### config.mk
export PLATFORM = sky130hd
export DESIGN_NAME = link_tx_top
export DESIGN_NICKNAME = d
export VERILOG_FILES = /design/src/rtl/link_pkg.sv /design/src/rtl/frame_if.sv /design/src/rtl/link_tx_top.sv /design/src/rtl/link_serializer.sv /design/src/rtl/frame_fifo.sv /design/src/rtl/link_tick_gen.sv /design/src/rtl/word_hold.sv
export VERILOG_INCLUDE_DIRS = /design/src /design/src/rtl
export SDC_FILE = /design/constraint.sdc
export NUM_CORES = 1
export LEC_CHECK = 0
export BUFFER_PORTS_ARGS = -buffer_cell sky130_fd_sc_hd__buf_2
export CORE_MARGIN = 2
export CORE_UTILIZATION = 35
export CTS_BUF_LIST = sky130_fd_sc_hd__clkbuf_16
export DETAILED_ROUTE_END_ITERATION = 8
export GPL_TIMING_DRIVEN = 0
export PLACE_DENSITY = 0.49
export SLEW_MARGIN = 20
export SYNTH_ARGS = -nofsm -noshare
export SYNTH_HDL_FRONTEND = slang
export SYNTH_SLANG_ARGS = --single-unit
### constraint.sdc
create_clock -name clk -period 4.15 [get_ports clk]
set_clock_uncertainty 0.2 [all_clocks]
set_input_delay 0.6225 -clock clk [delete_from_list [all_inputs] [get_ports clk]]
set_output_delay 0.6225 -clock clk [all_outputs]
set_load 0.005 [all_outputs]
### src/rtl/link_cfg.svh
`ifndef LINK_CFG_SVH
`define LINK_CFG_SVH

// frames buffered between the hold register and the serializer
`define LINK_FIFO_DEPTH 16

// link beat lasts 2**LINK_DIV_LOG2 clk cycles
`define LINK_DIV_LOG2 3

// width of the link data channel
`define LINK_CH_W 6

// data beats per frame, 36 bits after zero extension
`define LINK_DATA_BEATS 6

// request and command beats that lead each frame
`define LINK_HDR_BEATS 2

// total beats on the wire per frame
`define LINK_FRAME_BEATS (`LINK_HDR_BEATS + `LINK_DATA_BEATS)

`endif
### src/rtl/link_pkg.sv
`default_nettype none

package link_pkg;

   // width of the one-hot command code on the channel
   localparam int CMD_CODE_W = 6;

   // host word width
   localparam int LINK_DATA_W = 32;

   // command carried in the command beat
   typedef enum logic [1:0] {
      CMD_LED     = 2'd0,
      CMD_CNTRL1  = 2'd1,
      CMD_CNTRL2  = 2'd2,
      CMD_DISPLAY = 2'd3
   } cmd_e;

   // one queued frame entry, 34 bits
   typedef struct packed {
      cmd_e                   cmd;    // command code
      logic [LINK_DATA_W-1:0] data;   // host word
   } link_frame_t;

   // command index to the one-hot code sent on the wire
   function automatic logic [CMD_CODE_W-1:0] cmd_onehot(input cmd_e cmd);
      logic [CMD_CODE_W-1:0] code;
      code      = '0;
      code[cmd] = 1'b1;   // bit 0 is CMD_LED
      return code;
   endfunction

endpackage

`default_nettype wire

### src/rtl/frame_if.sv
`timescale 1ns/1ps
`default_nettype none

// one frame entry moving between blocks under valid/ready
interface frame_if #(
   parameter type payload_t = logic
);

   logic     valid;     // entry offered
   logic     ready;     // entry accepted when both high
   payload_t payload;   // stable while valid

   // producer side
   modport src (
      output valid,
      output payload,
      input  ready
   );

   // consumer side
   modport snk (
      input  valid,
      input  payload,
      output ready
   );

endinterface

`default_nettype wire

### src/rtl/link_tx_top.sv
`timescale 1ns/1ps
`default_nettype none

`include "link_cfg.svh"

module link_tx_top (
   input  logic           clk,
   input  logic           rst,
   input  logic [31:0]    data_in,
   input  link_pkg::cmd_e data_cmd,
   input  logic           data_rdy,
   output logic           rdy_for_data,
   output logic           com_clk,
   output logic           com_req,
   output logic           com_oe,
   output logic [5:0]     com_channel
);
   import link_pkg::*;

   logic tick;   // one cycle per link beat

   frame_if #(.payload_t(link_frame_t)) hold_q ();   // hold register to queue
   frame_if #(.payload_t(link_frame_t)) q_ser ();    // queue to serializer

   word_hold word_hold_i (
      .clk          (clk),
      .rst          (rst),
      .data_in      (data_in),
      .data_cmd     (data_cmd),
      .data_rdy     (data_rdy),
      .rdy_for_data (rdy_for_data),
      .out          (hold_q)
   );

   frame_fifo #(
      .payload_t (link_frame_t),
      .DEPTH     (`LINK_FIFO_DEPTH)
   ) frame_fifo_i (
      .clk (clk),
      .rst (rst),
      .in  (hold_q),
      .out (q_ser)
   );

   link_tick_gen link_tick_gen_i (
      .clk     (clk),
      .rst     (rst),
      .tick    (tick),
      .com_clk (com_clk)
   );

   link_serializer link_serializer_i (
      .clk         (clk),
      .rst         (rst),
      .tick        (tick),
      .in          (q_ser),
      .com_req     (com_req),
      .com_oe      (com_oe),
      .com_channel (com_channel)
   );

endmodule

`default_nettype wire

### src/rtl/link_serializer.sv
`timescale 1ns/1ps
`default_nettype none

`include "link_cfg.svh"

module link_serializer (
   input  logic                  clk,
   input  logic                  rst,
   input  logic                  tick,
   frame_if.snk                  in,
   output logic                  com_req,
   output logic                  com_oe,
   output logic [`LINK_CH_W-1:0] com_channel
);
   import link_pkg::*;

   localparam int                EXT_W     = `LINK_CH_W * `LINK_DATA_BEATS;
   localparam int                BEAT_W    = $clog2(`LINK_DATA_BEATS);
   localparam logic [BEAT_W-1:0] LAST_BEAT = BEAT_W'(`LINK_DATA_BEATS - 1);

   typedef enum logic [1:0] {
      IDLE,
      REQ,
      CMD,
      DATA
   } state_e;

   state_e            state;
   logic [BEAT_W-1:0] beat;        // current data beat
   logic [BEAT_W-1:0] beat_nxt;
   link_frame_t       frame;       // head of the queue
   logic [EXT_W-1:0]  frame_ext;   // word padded to whole beats
   logic              last_tick;   // tick closing the last data beat

   assign frame     = in.payload;
   assign frame_ext = EXT_W'(frame.data);   // top bits zero
   assign beat_nxt  = beat + 1'b1;
   assign last_tick = tick && (state == DATA) && (beat == LAST_BEAT);

   // entry leaves the queue only once fully sent
   assign in.ready = last_tick;

   // outputs move only on a tick so they settle before the com_clk rise
   always_ff @(posedge clk or posedge rst) begin
      if (rst) begin
         state       <= IDLE;
         beat        <= '0;
         com_req     <= 1'b0;
         com_oe      <= 1'b0;
         com_channel <= '0;
      end else if (tick) begin
         case (state)
            IDLE: begin
               if (in.valid) begin
                  state   <= REQ;
                  com_req <= 1'b1;   // request beat, channel released
               end
            end
            REQ: begin
               state       <= CMD;
               com_req     <= 1'b0;
               com_oe      <= 1'b1;
               com_channel <= cmd_onehot(frame.cmd);
            end
            CMD: begin
               state       <= DATA;
               beat        <= '0;
               com_channel <= frame_ext[0 +: `LINK_CH_W];   // lsb slice first
            end
            DATA: begin
               if (beat == LAST_BEAT) begin
                  state       <= IDLE;   // next frame may start on the following tick
                  beat        <= '0;
                  com_oe      <= 1'b0;
                  com_channel <= '0;
               end else begin
                  beat        <= beat_nxt;
                  com_channel <= frame_ext[beat_nxt * `LINK_CH_W +: `LINK_CH_W];
               end
            end
            default: begin
               state <= IDLE;
            end
         endcase
      end
   end

endmodule

`default_nettype wire

### src/rtl/frame_fifo.sv
`timescale 1ns/1ps
`default_nettype none

`include "link_cfg.svh"

module frame_fifo #(
   parameter type payload_t = logic,
   parameter int  DEPTH     = `LINK_FIFO_DEPTH
) (
   input  logic clk,
   input  logic rst,
   frame_if.snk in,
   frame_if.src out
);

   localparam int            AW       = $clog2(DEPTH);
   localparam logic [AW-1:0] LAST_IDX = AW'(DEPTH - 1);
   localparam logic [AW:0]   FULL_CNT = (AW + 1)'(DEPTH);

   payload_t      mem [DEPTH];   // entry storage
   logic [AW-1:0] wr_ptr;        // next slot to fill
   logic [AW-1:0] rd_ptr;        // oldest entry
   logic [AW:0]   count;         // entries held
   logic          push;
   logic          pop;

   assign in.ready    = (count != FULL_CNT);
   assign out.valid   = (count != '0);
   assign out.payload = mem[rd_ptr];   // visible the cycle after push

   assign push = in.valid & in.ready;
   assign pop  = out.valid & out.ready;

   always_ff @(posedge clk) begin
      if (push) begin
         mem[wr_ptr] <= in.payload;
      end
   end

   always_ff @(posedge clk or posedge rst) begin
      if (rst) begin
         wr_ptr <= '0;
         rd_ptr <= '0;
         count  <= '0;
      end else begin
         if (push) begin
            wr_ptr <= (wr_ptr == LAST_IDX) ? '0 : wr_ptr + 1'b1;
         end
         if (pop) begin
            rd_ptr <= (rd_ptr == LAST_IDX) ? '0 : rd_ptr + 1'b1;
         end
         // simultaneous push and pop leaves the count unchanged
         case ({push, pop})
            2'b10:   count <= count + 1'b1;
            2'b01:   count <= count - 1'b1;
            default: count <= count;
         endcase
      end
   end

endmodule

`default_nettype wire

### src/rtl/link_tick_gen.sv
`timescale 1ns/1ps
`default_nettype none

`include "link_cfg.svh"

module link_tick_gen (
   input  logic clk,
   input  logic rst,
   output logic tick,
   output logic com_clk
);

   localparam int MSB = `LINK_DIV_LOG2 - 1;

   logic [`LINK_DIV_LOG2-1:0] div_cnt;   // free running divider
   logic                      clk_fall;  // com_clk about to drop

   // com_clk is high now and the next value is low
   assign clk_fall = com_clk & ~div_cnt[MSB];

   always_ff @(posedge clk or posedge rst) begin
      if (rst) begin
         div_cnt <= '0;
         com_clk <= 1'b0;
         tick    <= 1'b0;
      end else begin
         div_cnt <= div_cnt + 1'b1;
         com_clk <= div_cnt[MSB];   // half period high, half low
         tick    <= clk_fall;       // same cycle com_clk goes low
      end
   end

   // receiver samples on the com_clk rise, half a beat after the tick

endmodule

`default_nettype wire

### src/rtl/word_hold.sv
`timescale 1ns/1ps
`default_nettype none

module word_hold (
   input  logic           clk,
   input  logic           rst,
   input  logic [31:0]    data_in,
   input  link_pkg::cmd_e data_cmd,
   input  logic           data_rdy,
   output logic           rdy_for_data,
   frame_if.src           out
);
   import link_pkg::*;

   link_frame_t hold_frame;   // captured command and word
   logic        hold_v;       // entry waiting for the queue
   logic        take;         // host strobe accepted this cycle
   logic        handed;       // queue took the entry

   // strobe while the window is closed is dropped
   assign take   = data_rdy & rdy_for_data;
   assign handed = hold_v & out.ready;

   // word and command latched on the host strobe
   always_ff @(posedge clk) begin
      if (take) begin
         hold_frame.cmd  <= data_cmd;
         hold_frame.data <= data_in;
      end
   end

   always_ff @(posedge clk or posedge rst) begin
      if (rst) begin
         hold_v       <= 1'b0;
         rdy_for_data <= 1'b1;
      end else begin
         if (take) begin
            hold_v       <= 1'b1;   // offered to the queue next cycle
            rdy_for_data <= 1'b0;
         end else if (handed) begin
            hold_v <= 1'b0;   // entry now in the queue
         end else if (!hold_v && !rdy_for_data) begin
            rdy_for_data <= 1'b1;   // reopen one cycle after the handoff
         end
      end
   end

   // hold_v stays up until the queue has space
   assign out.valid   = hold_v;
   assign out.payload = hold_frame;

endmodule

`default_nettype wire

==> flow_summary.json <==
{
  "antenna_cells": 0,
  "syn_area_per_cell_um2": 20.86,
  "synth_area_um2": 23990,
  "synth-simple-area-share_pct": 2.488,
  "syn_inst": 1150,
  "vias": 12291,
  "finalCritPeriodShare_pct": 90.39,
  "hold-worst-slack_ns": 0.2247,
  "area_delta_synth_final_pct": 19.98,
  "period_minus_slack_ns": 3.751,
  "syn_nets": 1204,
  "ir_drop_mv": 0.2782,
  "relSlewSlack_pct": 22.56,
  "routed_wl_um": 65310,
  "met3WireLength_um": 2901,
  "htree_levels": 3,
  "crit_chain": "clkbuf_1 -> nor4_1 -> nand2_1 -> and2_1 -> clkbuf_1 -> inv_1 -> ha_1 -> clkbuf_1 -> xor2_1 -> ha_1 -> o21a_1 -> o22a_1 -> a21oi_1 -> xor2_1 -> nor2_1 -> xor2_1",
  "clock_path_buffers": 3,
  "io_pins": 47,
  "ys_ff_latch": 611,
  "clock.fmax_ghz": 0.2666,
  "placed_area_um2": 26310,
  "antenna_found_initial": 0,
  "powerDensity_nw_per_um2": 522.7,
  "worstPathArrival_ns": 4.03,
  "slowest_delay_ns": 0.54,
  "final_common_cell": "edfxtp_1",
  "status": "finished clean",
  "drc_errors": 0,
  "ys_async_sr_fraction_pct": 5.401,
  "cts_inserted_buffers": 68,
  "synth-xor-area-share_pct": 0.4017,
  "first_global_vias": 12279,
  "cts_setup_buffers": 0,
  "hpwl_um": 43370,
  "fp-row-count": 95,
  "synth_compound_area_share_pct": 3.782,
  "die_height_um": 265.8,
  "fin_nets": 1399,
  "maxCapViolations": 0,
  "synth_top_family_by_area": "multiplexers",
  "crit_type": "reg2reg",
  "synthAdderAreaFrac_pct": 0.8868,
  "initialDrtViolationCount": 1137,
  "reg2reg_slack_ns": 0.40,
  "clock_sinks": 611,
  "finalNonFillerCells": 2266,
  "dieArea_um2": 70640,
  "clk_pin_slew_worst_paths_ns": 0.06,
  "cts_tree": "yes",
  "overflow": 0,
  "place_congestion": 0.8180,
  "rsz0062_at_grt": "no",
  "ant_nets": 0,
  "layout_common_cells": "edfxtp_1 (578), mux4_2 (97), clkbuf_16 (72), buf_2 (65), mux2i_1 (60)",
  "fillerInstances": 5831,
  "grt_start_max_net_pins": 25,
  "p_leak_nw": 9.346,
  "required_ns": 4.42,
  "layout-drive-gt1-share_pct": 25.70,
  "synthMuxAreaShare_pct": 14.63,
  "fin_util_pct": 42.63,
  "synth_cell_type_count": 62,
  "gr-usage-all-layers_pct": 18.69,
  "wl_met2_um": 32090,
  "hp-class": "reg2reg",
  "place_inst": 2113,
  "path_max_fanout": 9,
  "drv_slew": 0,
  "top_layer": "met4",
  "tightest_slew_ns": 1.162,
  "startpoint_type": "flop",
  "cp_slowest_cell": "nor4_1",
  "grt_pass1_wl_um": 92370,
  "routed_via_density": 5.424,
  "cp-end-kind": "flop",
  "clock_latency_ns": 0.61,
  "wl_met1_um": 29160,
  "die_w_um": 265.8,
  "yosysWarnings": 0,
  "fin_area_um2": 28780,
  "synth_edf_count": 578,
  "core_region_area_um2": 67510,
  "firstDrtPassIters": 5,
  "initial_utilization_pct": 35.53,
  "yosysSeqAreaShare_pct": 75.81,
  "wl_per_cell_um": 28.82,
  "cts-root-buf": "clkbuf_16",
  "final_hold_viol_count": 0,
  "ys.flop_type": "edfxtp_1",
  "setup_violations": 0,
  "port_buffers": 46
}
[Yosys cell counts, types with 3 or more instances]
cell type / instances / area share, %
buf_4: 6 / 0.19
a211oi_1: 6 / 0.19
a21oi_1: 26 / 0.54
a22oi_1: 8 / 0.25
and2_1: 9 / 0.23
buf_2: 19 / 0.40
o22ai_1: 5 / 0.13
ha_1: 17 / 0.89
nor2_1: 24 / 0.38
o21ai_0: 21 / 0.44
mux2i_1: 60 / 2.5
buf_6: 11 / 0.52
dfrtp_1: 32 / 3.3
o21ai_1: 4 / 0.083
o211ai_1: 4 / 0.13
o221ai_1: 12 / 0.44
nor2b_1: 9 / 0.23
mux2_2: 6 / 0.28
a21boi_0: 3 / 0.094
o21a_1: 4 / 0.13
inv_1: 14 / 0.22
a221oi_1: 12 / 0.44
xnor2_1: 3 / 0.11
clkbuf_1: 10 / 0.16
a221oi_2: 4 / 0.25
a21o_1: 3 / 0.094
edfxtp_1: 578 / 72
nand3_1: 12 / 0.25
mux4_2: 97 / 9.1
mux4_1: 25 / 2.7
nor3_1: 8 / 0.17
buf_8: 4 / 0.25
nand2b_1: 8 / 0.21
nand2_1: 45 / 0.70
xor2_1: 8 / 0.29
[metrics by stage]
step	worst slack, ns	total power, mW	TNS (ns)
after floorplan	0.8377	8.507	0
after global placement	-2.049	9.195	-945.55
after detailed placement	0.2671	9.408	0
after CTS	0.2298	15.19	0
after global routing	0.04244	15.60	0
final	0.3989	15.04	0
[power breakdown]
group	leakage [nW]	switching [mW]	internal, mW
Combinational	2.63	1.12	0.656
Clock	1.08	2.42	3.32
Sequential	5.64	0.254	7.27
[layer usage]
| layer | GRT usage (%) | up-vias |
|---|---|---|
| met5 | 0 | - |
| met4 | 4.874 | 0 |
| met3 | 2.754 | 77 |
| met1 | 25.92 | 6694 |
| li1 | - | 5178 |
| met2 | 31.01 | 342 |
[worst max-delay path: cells and delay by family (launching register included)]
family / cells / cell delay, ns
XOR/XNOR: 3 / 0.42
AND/OR/NAND/NOR: 4 / 0.87
buffers and inverters: 4 / 0.83
AO/OA/AOI/OAI: 3 / 0.54
flip-flops: 1 / 0.35
adder cells (fa/ha/maj): 2 / 0.42
[area by class of cell]
| cell class | instances | area, µm² | share of cell area, % |
|---|---|---|---|
| Timing Repair Buffer | 125 | 1446 | 5.026 |
| Inverter | 14 | 52.55 | 0.1826 |
| Tap cell | 873 | 1092 | 3.795 |
| Sequential cell | 611 | 18180 | 63.18 |
| Clock buffer | 72 | 1802 | 6.261 |
| Clock inverter | 46 | 310.3 | 1.078 |
| Multi-Input combinational cell | 468 | 5465 | 18.99 |
| Buffer | 57 | 426.7 | 1.483 |
[logic make-up after synthesis]
group,count (synthesis)
DFF,611
muxes,188
AOI/OAI and AO/OA,127
and+or+nand+nor,125
buffers and inverters,71
adders and majority gates,17
xor gates and xnor gates,11
[final timing paths]
| path | end | from | cells past startpoint |
|---|---|---|---|
| min | link_tick_gen_i.div_cnt[0] | link_tick_gen_i.div_cnt[0] | 1 |
| max reg2reg | frame_fifo_i.count[4] | frame_fifo_i.count[1] | 16 |
| max in group asynchronous | word_hold_i.rdy_for_data | rst | 4 |
| min in group asynchronous | frame_fifo_i.count[2] | rst | 3 |
| min reg2reg | link_tick_gen_i.div_cnt[0] | link_tick_gen_i.div_cnt[0] | 1 |
| max | frame_fifo_i.count[4] | frame_fifo_i.count[1] | 16 |
[what timing repair did]
action | 4_1_cts | 5_1_grt
endpoints found under the hold margin | 50 | 0
resized for setup | 0 | 1
hold buffers | 35 | 0
setup endpoints to repair | 0 | 1
[registers in the layout, indices dropped and copies added (netlist names), 2 cells and up]
| signal | count |
|---|---|
| frame_fifo_i.count | 5 |
| frame_fifo_i.mem | 544 |
| frame_fifo_i.rd_ptr | 4 |
| frame_fifo_i.wr_ptr | 4 |
| link_serializer_i.beat | 3 |
| link_serializer_i.com_channel | 6 |
| link_serializer_i.state | 2 |
| link_tick_gen_i.div_cnt | 3 |
| word_hold_i.out.payload | 34 |
Note: power is estimated with default switching activity, not from simulation.
